$ cat config.mk
export PLATFORM = sky130hd
export DESIGN_NAME = vnu_update_top
export DESIGN_NICKNAME = d
export VERILOG_FILES = /design/src/logic/vnu_pkg.sv /design/src/logic/vnu_iter_ctrl.sv /design/src/logic/vnu_lut_rd_seq.sv /design/src/logic/vnu_wr_update_handshake.sv /design/src/logic/vnu_lut_update_port.sv /design/src/logic/vnu_update_top.sv
export VERILOG_INCLUDE_DIRS = /design/src /design/src/logic
export SDC_FILE = /design/constraint.sdc
export NUM_CORES = 1
export LEC_CHECK = 0
export BUFFER_PORTS_ARGS = -buffer_cell sky130_fd_sc_hd__buf_4
export CAP_MARGIN = 20
export CORE_UTILIZATION = 54
export CTS_CLUSTER_DIAMETER = 30
export DETAILED_ROUTE_END_ITERATION = 6
export HOLD_SLACK_MARGIN = 0.06
export PLACE_DENSITY_LB_ADDON = 0.3
export SYNTH_ARGS = -nofsm -noshare
export SYNTH_HDL_FRONTEND = slang
export SYNTH_SLANG_ARGS = --single-unit
$ cat constraint.sdc
create_clock -name read_clk -period 2.4 [get_ports read_clk]
set_input_delay 0.12 -clock read_clk [delete_from_list [all_inputs] [get_ports read_clk]]
set_output_delay 0.12 -clock read_clk [all_outputs]
set_load 0.02 [all_outputs]
$ cat src/logic/vnu_config.svh
`ifndef VNU_CONFIG_SVH
`define VNU_CONFIG_SVH

// flops in the iteration phase synchroniser
// 2 by default and 3 also works
`define VNU_CDC_DEPTH 2

// decomposed lut entries per pass
`define VNU_LUT_DEPTH 8

// address width for the entries above
`define VNU_LUT_AW 3

// one lut word
`define VNU_DATA_W 8

// credits granted by the downstream vnu memory after reset
`define VNU_CREDITS 4

// pipelined update passes after the initial load
`define VNU_MAX_ITER 3

`endif

$ cat src/logic/vnu_pkg.sv
`include "vnu_config.svh"

package vnu_pkg;

	// iteration controller states
	typedef enum logic [2:0] {
		IDLE,
		// initial load of the lut
		INIT_LOAD,
		// phase just toggled, read pass on its way
		PIPE_READ,
		// read pass and pipeline write in flight
		PIPE_LOAD,
		DONE
	} ctrl_state_e;

	// kind of write phase carried with every record
	typedef enum logic {
		LOAD_INIT,
		LOAD_PIPE
	} load_kind_e;

	// one write towards the vnu memory
	typedef struct packed {
		logic [`VNU_LUT_AW-1:0] addr;
		logic [`VNU_DATA_W-1:0] data;
		load_kind_e kind;
	} lut_wr_s;

endpackage

$ cat src/logic/vnu_iter_ctrl.sv
`timescale 1ns/1ps
`include "vnu_config.svh"

module vnu_iter_ctrl (
	input  logic read_clk,
	input  logic rstn,
	input  logic start_i,
	input  logic walk_done_i,
	output logic init_load_en_o,
	output logic iter_update_o,
	output logic done_o
);

	// wide enough for max_iter itself and never zero bits
	localparam int CNT_W = $clog2(`VNU_MAX_ITER + 2);
	localparam logic [CNT_W-1:0] LAST_PASS = CNT_W'(`VNU_MAX_ITER);

	vnu_pkg::ctrl_state_e state;
	// finished pipeline passes
	logic [CNT_W-1:0] pass_cnt;

	always_ff @(posedge read_clk or negedge rstn) begin
		if (!rstn) begin
			state <= vnu_pkg::IDLE;
			pass_cnt <= '0;
			iter_update_o <= 1'b0;
		end else begin
			case (state)
				vnu_pkg::IDLE: begin
					if (start_i) begin
						state <= vnu_pkg::INIT_LOAD;
						pass_cnt <= '0;
					end
				end
				vnu_pkg::INIT_LOAD: begin
					// initial write walk finished
					// the toggle closes the write phase
					if (walk_done_i) begin
						state <= vnu_pkg::PIPE_READ;
						iter_update_o <= ~iter_update_o;
					end
				end
				vnu_pkg::PIPE_READ: begin
					// last pass done
					// toggle back before the sequencer sees it
					// so the closing toggle starts no further read pass
					if (pass_cnt == LAST_PASS) begin
						state <= vnu_pkg::DONE;
						iter_update_o <= ~iter_update_o;
					end else begin
						state <= vnu_pkg::PIPE_LOAD;
					end
				end
				vnu_pkg::PIPE_LOAD: begin
					// read walk and then pipeline write walk
					if (walk_done_i) begin
						state <= vnu_pkg::PIPE_READ;
						pass_cnt <= pass_cnt + 1'b1;
						iter_update_o <= ~iter_update_o;
					end
				end
				vnu_pkg::DONE: begin
					// held until reset
					state <= vnu_pkg::DONE;
				end
				default: begin
					state <= vnu_pkg::IDLE;
				end
			endcase
		end
	end

	// level request to the handshake while loading
	assign init_load_en_o = (state == vnu_pkg::INIT_LOAD);
	assign done_o = (state == vnu_pkg::DONE);

endmodule

$ cat src/logic/vnu_lut_rd_seq.sv
`timescale 1ns/1ps
`include "vnu_config.svh"

module vnu_lut_rd_seq (
	input  logic read_clk,
	input  logic rstn,
	input  logic vnu_wr_i,
	input  logic init_load_i,
	input  logic pipe_load_i,
	input  logic stall_i,
	input  logic phase_i,
	output logic [`VNU_LUT_AW-1:0] rd_addr_o,
	output logic rd_en_o,
	output logic rd_finish_o,
	output logic walk_done_o,
	output logic write_walk_o
);

	localparam int AW = `VNU_LUT_AW;
	localparam logic [AW-1:0] LAST_ADDR = AW'(`VNU_LUT_DEPTH - 1);

	logic busy;
	// write walk already done in this write phase
	logic walked;
	// phase value of the last read pass
	logic phase_seen;
	logic load_any;
	logic start_write;
	logic start_read;
	logic last_issue;
	// tracks the last write address through the update port stages
	logic [1:0] rec_sr;

	assign load_any = init_load_i | pipe_load_i;
	// one write walk per write phase
	assign start_write = load_any && !walked && !busy;
	// read pass once the write phase is fully closed
	assign start_read = (phase_i != phase_seen) && !vnu_wr_i && !load_any && !busy;
	assign last_issue = busy && !stall_i && (rd_addr_o == LAST_ADDR);

	always_ff @(posedge read_clk or negedge rstn) begin
		if (!rstn) begin
			busy <= 1'b0;
			walked <= 1'b0;
			phase_seen <= 1'b0;
			write_walk_o <= 1'b0;
			rd_addr_o <= '0;
			rd_finish_o <= 1'b0;
			rec_sr <= '0;
			walk_done_o <= 1'b0;
		end else begin
			rd_finish_o <= last_issue && !write_walk_o;
			// last record leaves the port two cycles after its address
			rec_sr <= {rec_sr[0], last_issue && write_walk_o};
			walk_done_o <= rec_sr[1];
			if (!load_any) begin
				walked <= 1'b0;
			end
			if (start_write) begin
				busy <= 1'b1;
				walked <= 1'b1;
				write_walk_o <= 1'b1;
				rd_addr_o <= '0;
			end else if (start_read) begin
				busy <= 1'b1;
				phase_seen <= phase_i;
				write_walk_o <= 1'b0;
				rd_addr_o <= '0;
			end else if (busy && !stall_i) begin
				// stalled address holds and is read again
				if (last_issue) begin
					busy <= 1'b0;
				end else begin
					rd_addr_o <= rd_addr_o + 1'b1;
				end
			end
		end
	end

	assign rd_en_o = busy;

endmodule

$ cat src/logic/vnu_wr_update_handshake.sv
`timescale 1ns/1ps

module vnu_wr_update_handshake #(
	// synchroniser depth of at least 2
	parameter int CDC_DEPTH = 2
) (
	input  logic read_clk,
	input  logic rstn,
	input  logic iter_update_i,
	// read pass over the decomposed lut finished
	input  logic vnu_rd_finish_i,
	// controller sits in the initial load
	input  logic vnu_init_load_en_i,
	output logic vnu_wr_o,
	output logic init_load_o,
	output logic pipe_load_o
);

	// newest sample in bit 0
	logic [CDC_DEPTH-1:0] phase_sync;
	logic phase_toggle;
	logic req;
	logic open_wr;
	// kind of request that opened the phase
	vnu_pkg::load_kind_e req_kind;
	// vnu_wr sampled on falling edges
	logic [1:0] wr_trace;

	always_ff @(posedge read_clk or negedge rstn) begin
		if (!rstn) begin
			phase_sync <= '0;
		end else begin
			phase_sync <= {phase_sync[CDC_DEPTH-2:0], iter_update_i};
		end
	end

	// toggle seen at the synchroniser output
	assign phase_toggle = phase_sync[CDC_DEPTH-1] ^ phase_sync[CDC_DEPTH-2];

	assign req = vnu_init_load_en_i | vnu_rd_finish_i;
	// no new phase until the flags of the last one are gone
	assign open_wr = req && !vnu_wr_o && !init_load_o && !pipe_load_o;

	always_ff @(posedge read_clk or negedge rstn) begin
		if (!rstn) begin
			vnu_wr_o <= 1'b0;
			req_kind <= vnu_pkg::LOAD_INIT;
		end else begin
			if (phase_toggle) begin
				vnu_wr_o <= 1'b0;
			end else if (open_wr) begin
				vnu_wr_o <= 1'b1;
				req_kind <= vnu_init_load_en_i ? vnu_pkg::LOAD_INIT : vnu_pkg::LOAD_PIPE;
			end
		end
	end

	always_ff @(negedge read_clk or negedge rstn) begin
		if (!rstn) begin
			wr_trace <= 2'b00;
		end else begin
			wr_trace <= {wr_trace[0], vnu_wr_o};
		end
	end

	// flags follow vnu_wr by one cycle
	// cleared on the cycle after vnu_wr falls
	always_ff @(posedge read_clk or negedge rstn) begin
		if (!rstn) begin
			init_load_o <= 1'b0;
			pipe_load_o <= 1'b0;
		end else begin
			if (wr_trace == 2'b10) begin
				init_load_o <= 1'b0;
				pipe_load_o <= 1'b0;
			end else if (vnu_wr_o && !init_load_o && !pipe_load_o) begin
				init_load_o <= (req_kind == vnu_pkg::LOAD_INIT);
				pipe_load_o <= (req_kind == vnu_pkg::LOAD_PIPE);
			end
		end
	end

endmodule

$ cat src/logic/vnu_lut_update_port.sv
`timescale 1ns/1ps
`include "vnu_config.svh"

module vnu_lut_update_port (
	input  logic read_clk,
	input  logic rstn,
	input  logic rd_en_i,
	input  logic write_walk_i,
	input  logic pipe_load_i,
	input  logic [`VNU_LUT_AW-1:0] rd_addr_i,
	input  logic [`VNU_DATA_W-1:0] rd_data_i,
	input  logic credit_i,
	output vnu_pkg::lut_wr_s wr_rec_o,
	output logic wr_valid_o,
	output logic stall_o
);

	// one spare bit for the in flight reservations
	localparam int CW = $clog2(`VNU_CREDITS + 1) + 1;

	logic [CW-1:0] credit_cnt;
	// records issued but not yet spent
	logic [CW-1:0] reserved;
	logic issue;
	logic issue_q;
	// address lined up with the returning data
	logic [`VNU_LUT_AW-1:0] addr_q;
	vnu_pkg::load_kind_e kind_q;

	assign reserved = CW'(issue_q) + CW'(wr_valid_o);
	// read passes are never held back
	assign stall_o = write_walk_i && (credit_cnt <= reserved);
	assign issue = rd_en_i && write_walk_i && !stall_o;

	always_ff @(posedge read_clk or negedge rstn) begin
		if (!rstn) begin
			issue_q <= 1'b0;
			wr_valid_o <= 1'b0;
			credit_cnt <= CW'(`VNU_CREDITS);
		end else begin
			issue_q <= issue;
			wr_valid_o <= issue_q;
			// spend on send and refill on each returned credit
			credit_cnt <= credit_cnt - CW'(wr_valid_o) + CW'(credit_i);
		end
	end

	// data path
	always_ff @(posedge read_clk) begin
		addr_q <= rd_addr_i;
		kind_q <= pipe_load_i ? vnu_pkg::LOAD_PIPE : vnu_pkg::LOAD_INIT;
		if (issue_q) begin
			wr_rec_o.addr <= addr_q;
			wr_rec_o.data <= rd_data_i;
			wr_rec_o.kind <= kind_q;
		end
	end

endmodule

$ cat src/logic/vnu_update_top.sv
`timescale 1ns/1ps
`include "vnu_config.svh"

module vnu_update_top (
	input  logic read_clk,
	input  logic rstn,
	input  logic start_i,
	input  logic [`VNU_DATA_W-1:0] rd_data_i,
	input  logic credit_i,
	output logic [`VNU_LUT_AW-1:0] rd_addr_o,
	output logic rd_en_o,
	output vnu_pkg::lut_wr_s wr_rec_o,
	output logic wr_valid_o,
	output logic vnu_wr_o,
	output logic init_load_o,
	output logic pipe_load_o,
	output logic done_o
);

	// controller to handshake
	logic init_load_en;
	logic iter_update;
	// sequencer status
	logic rd_finish;
	logic walk_done;
	logic write_walk;
	// credit back pressure
	logic stall;

	vnu_iter_ctrl u_ctrl (
		.read_clk(read_clk),
		.rstn(rstn),
		.start_i(start_i),
		.walk_done_i(walk_done),
		.init_load_en_o(init_load_en),
		.iter_update_o(iter_update),
		.done_o(done_o)
	);

	vnu_wr_update_handshake #(
		.CDC_DEPTH(`VNU_CDC_DEPTH)
	) u_hs (
		.read_clk(read_clk),
		.rstn(rstn),
		.iter_update_i(iter_update),
		.vnu_rd_finish_i(rd_finish),
		.vnu_init_load_en_i(init_load_en),
		.vnu_wr_o(vnu_wr_o),
		.init_load_o(init_load_o),
		.pipe_load_o(pipe_load_o)
	);

	vnu_lut_rd_seq u_seq (
		.read_clk(read_clk),
		.rstn(rstn),
		.vnu_wr_i(vnu_wr_o),
		.init_load_i(init_load_o),
		.pipe_load_i(pipe_load_o),
		.stall_i(stall),
		.phase_i(iter_update),
		.rd_addr_o(rd_addr_o),
		.rd_en_o(rd_en_o),
		.rd_finish_o(rd_finish),
		.walk_done_o(walk_done),
		.write_walk_o(write_walk)
	);

	vnu_lut_update_port u_port (
		.read_clk(read_clk),
		.rstn(rstn),
		.rd_en_i(rd_en_o),
		.write_walk_i(write_walk),
		.pipe_load_i(pipe_load_o),
		.rd_addr_i(rd_addr_o),
		.rd_data_i(rd_data_i),
		.credit_i(credit_i),
		.wr_rec_o(wr_rec_o),
		.wr_valid_o(wr_valid_o),
		.stall_o(stall)
	);

endmodule

==> metrics.log <==
INFO  metric worst_path_most_repeated_cell = sky130_fd_sc_hd__ha_1
INFO  metric numCtsBuffers = 5
INFO  metric hpwlAfterDp = between 2000 and 2500 um
INFO  metric critical-path-slowest-cell = sky130_fd_sc_hd__dfrtp_1
INFO  metric synth_fp_nets = 178
INFO  metric port_buffers = 32
INFO  metric post-route-drc-count = 0
INFO  metric worstPathArrival = 2.32 ns
INFO  metric fp.dieH = 62.01 um
INFO  metric num_io_pins = 33
INFO  metric setup_tns = 0 ns
INFO  metric cts_buffer_depth = 2
INFO  metric core_area = 0.003390 mm2
INFO  metric synthToLayoutAreaGrowth = 24.39%
INFO  metric count_of_flip_flops_with_a_built_in_enable_after_synthesis = 12
INFO  metric ant_nets = 0
INFO  metric p_seq_frac = 0.455
INFO  metric reg2reg_slack = approximately 0.34 ns
INFO  metric drt-pass1-iter-count = 4
INFO  metric dr_total_vias = 1297
INFO  metric rows = 21
INFO  metric fin_worst_skew = around 0.018 ns
INFO  metric netlist_top_cells_area = sky130_fd_sc_hd__dfrtp_1 37%, sky130_fd_sc_hd__edfxtp_1 19%, sky130_fd_sc_hd__ha_1 7.7%, sky130_fd_sc_hd__dfxtp_1 4.1%, sky130_fd_sc_hd__inv_1 2.9%
INFO  metric num-nets-final = about 230
INFO  metric ys_types = 35
INFO  metric antenna_cells = 0
INFO  metric finalWeightedCongestion = 0.7707
INFO  metric rsz0062_at_grt = false
INFO  metric cts_max_level = 2
INFO  metric hp-class = in2reg
INFO  metric cts.sink_count = 48
INFO  metric critical_path.cell_chain = ha_1, inv_1, ha_1, nor2b_1, o31ai_4, mux2_1, a22o_1
INFO  metric period_needed = 2.055 ns
INFO  metric finalSetupViolations = 0
INFO  metric cp_data_required_time = 2.67 ns
INFO  metric final_min_period_over_clock_period = 0.8563
INFO  metric comb_power_share = 0.392
INFO  metric maxCapViolCount = 0
INFO  metric synth_area_leader_cell = sky130_fd_sc_hd__dfrtp_1
INFO  metric vias_in_the_first_global_route = 1280
INFO  metric vdd_ir_drop_max = 0.6643 mV
INFO  metric power_leakage = 0.001120 uW
INFO  metric switching_power = ~1100 uW
INFO  metric dpl_worst_slack = between 0.3 and 0.4 ns
INFO  metric synth_async_sr_flop_share = 0.6667
INFO  metric floorplan.initialDensity = 0.5736
INFO  metric root_buffer = sky130_fd_sc_hd__clkbuf_4
INFO  metric vias_per_cell = 5.251
INFO  metric post_cts.repair.setup_buffers = 0
INFO  metric maximum_number_of_pins_on_one_net_before_global_route_repair = 33
INFO  metric grt-ovfl-total = 0
INFO  metric yosys_most_used_dff = sky130_fd_sc_hd__dfrtp_1
INFO  metric clock_latency = 0.37 ns
INFO  metric synth.top_cell.area_share = 0.3732
INFO  metric worst-slew-pin-transition = between 0.4 and 0.5 ns
INFO  metric grt_pass1_wl = 5444 um
INFO  metric critical_path.endpoint_type = register
INFO  metric yosysSeqAreaShare = 0.6390
INFO  metric drt-total-wl = 3380 um
INFO  metric worst_path_largest_cell_delay = 0.44 ns
INFO  metric syn_inst = 153
INFO  metric wl_cell = between 10 and 15 um
INFO  metric cts_tree = built
INFO  metric synth-warning-count = 0
INFO  metric mapped_cell_area = roughly 0.0019 mm2
INFO  metric finalHoldViolations = 0
INFO  metric cts.hold.buffers_added = 10
INFO  metric clk_pin_slew_worst_paths = ~0.14 ns
INFO  metric timing.final.ws_setup = ~0.34 ns
INFO  metric pwr-share-clk = 0.153
INFO  metric filler_cells = 239
INFO  metric antenna_violations_before_repair = 0
INFO  metric overall_global_routing_resource_usage = 0.2066
INFO  metric timing.critical_path.from_type = register
INFO  metric layout-drive-gt1-share = 0.2438
INFO  metric ys_ff_latch = 48
INFO  metric timing.final.max_slew_violations = 0
INFO  metric internal_power = 1942 uW
INFO  metric post_synthesis_mean_instance_area = 12.71 um2
INFO  metric post_cts.resized_instances = 0
INFO  metric maxSlewHeadroom = 0.7286
INFO  metric die_extent_in_x = 62.01 um
INFO  metric swShare = 0.3701
INFO  metric run_status = complete, no violations
INFO  metric timing.fmax = around 500 MHz
INFO  metric die_area = 0.003845 mm2
INFO  metric pwr_density_cell = between 1000 and 1500 mW/mm2
INFO  metric critical_path_class = reg2reg
INFO  metric path_max_fanout = 4
INFO  metric initialDrtViolationCount = 53
[cell type report]
class,instances,area (um2),area share
inverters,15,56.30,0.02328
multi-input cells,87,634.4,0.2623
repair buffers,43,347.8,0.1438
well taps,46,57.56,0.02380
clock buffers,5,37.54,0.01552
clock inverters,3,42.54,0.01759
flip-flops and latches,48,1242,0.5137
[layer usage]
layer  global-route usage  wire [um]  vias up
met5                    0          0        -
met4              0.09524         86        0
met3              0.06418        159       10
met2               0.3556       1773       36
met1               0.2347       1361      632
li1                     -          -      619
[critical path, delay by kind of cell (launching register included)]
family / cells / cell delay, ns
compound gates: 2 / 0.47
fa+ha+maj: 2 / 0.46
flops: 1 / 0.44
buf+inv: 1 / 0.05
simple gates: 1 / 0.18
mux: 1 / 0.36
[worst paths after layout]
check / from / end / depth (start not counted)
worst max-delay path: u_port.wr_valid_o$_DFF_PN0_ / u_seq.rd_addr_o[1]$_DFFE_PN0P_ / 7
max in group asynchronous: rstn / u_hs.wr_trace[0]$_DFF_NN0_ / 2
worst min-delay path: start_i / u_ctrl.state[0]$_DFFE_PN0P_ / 5
worst min register to register: u_hs.wr_trace[0]$_DFF_NN0_ / u_hs.wr_trace[1]$_DFF_NN0_ / 0
min in group asynchronous: rstn / u_hs.phase_sync[0]$_DFF_PN0_ / 2
worst max register to register: u_port.wr_valid_o$_DFF_PN0_ / u_seq.rd_addr_o[1]$_DFFE_PN0P_ / 7
[metrics by stage]
step	utilization	instances	total power [uW]	hold WS (ns)	instance area [um2]
after CTS	0.7135	247	3112	0.1441	2419
after floorplan	-	153	2202	-0.1756	1944
final	0.7135	247	3084	0.1415	2419
after global routing	0.7135	247	3320	0.1818	2419
after detailed placement	0.6604	229	2631	0.07746	2238
after global placement	0.6604	229	2508	0.07516	2238
[state kept, by name, indices dropped and copies added, names as in the netlist, 2 cells and up]
name / cells
u_port.wr_rec_o: 12
u_hs.wr_trace: 2
u_port.addr_q: 3
u_hs.phase_sync: 2
u_ctrl.pass_cnt: 3
u_seq.rec_sr: 2
u_port.credit_cnt: 4
u_seq.rd_addr_o: 3
u_ctrl.state: 3
[synth_stat cells (3+ instances only)]
cell type,n
sky130_fd_sc_hd__dfrtp_1,29
sky130_fd_sc_hd__inv_1,15
sky130_fd_sc_hd__nor2_1,14
sky130_fd_sc_hd__edfxtp_1,12
sky130_fd_sc_hd__ha_1,12
sky130_fd_sc_hd__a21oi_1,11
sky130_fd_sc_hd__nand2_1,9
sky130_fd_sc_hd__o21ai_0,6
sky130_fd_sc_hd__dfxtp_1,4
sky130_fd_sc_hd__clkbuf_1,3
sky130_fd_sc_hd__nor2b_1,3
sky130_fd_sc_hd__xor2_1,3
[cells by family (layout without fill, tap and decap cells)]
family | Yosys count | after routing | synth area share
xor+xnor | 5 | 5 | 0.02253
fa+ha+maj | 13 | 13 | 0.08751
buf+inv | 18 | 66 | 0.03475
flops | 48 | 48 | 0.6390
mux | 3 | 3 | 0.01737
compound gates | 29 | 29 | 0.1017
simple gates | 37 | 37 | 0.09717
[cell usage in the layout, fill, tap and decap left out, types with 2 or more instances in the layout]
master	synthesis	routed
sky130_fd_sc_hd__nor3b_1	2	2
sky130_fd_sc_hd__o21ai_0	6	6
sky130_fd_sc_hd__a21o_1	2	2
sky130_fd_sc_hd__a31oi_1	2	2
sky130_fd_sc_hd__a22o_1	2	2
sky130_fd_sc_hd__nand2_1	9	9
sky130_fd_sc_hd__mux2_1	2	2
sky130_fd_sc_hd__nor2b_1	3	3
sky130_fd_sc_hd__buf_4	0	33
sky130_fd_sc_hd__clkbuf_4	0	5
sky130_fd_sc_hd__xor2_1	3	3
sky130_fd_sc_hd__edfxtp_1	12	12
sky130_fd_sc_hd__dfrtp_1	29	29
sky130_fd_sc_hd__dfrtn_1	2	2
sky130_fd_sc_hd__xnor2_1	2	2
sky130_fd_sc_hd__nor2_1	14	14
sky130_fd_sc_hd__ha_1	12	12
sky130_fd_sc_hd__dlygate4sd3_1	0	10
sky130_fd_sc_hd__and3_2	2	2
sky130_fd_sc_hd__dfxtp_1	4	4
sky130_fd_sc_hd__inv_1	15	15
sky130_fd_sc_hd__a21oi_1	11	11
sky130_fd_sc_hd__nand3_1	2	2
[power by group through the flow]
stage / clock, uW / sequential [uW] / combinational [uW]
2_1_floorplan: 0 / 1490 / 715
3_5_place_dp: 0 / 1420 / 1210
6_report: 471 / 1400 / 1210
4_1_cts: 483 / 1400 / 1220
5_1_grt: 517 / 1440 / 1360
3_3_place_gp: 0 / 1390 / 1120
Note: power is estimated with default switching activity, not from simulation.
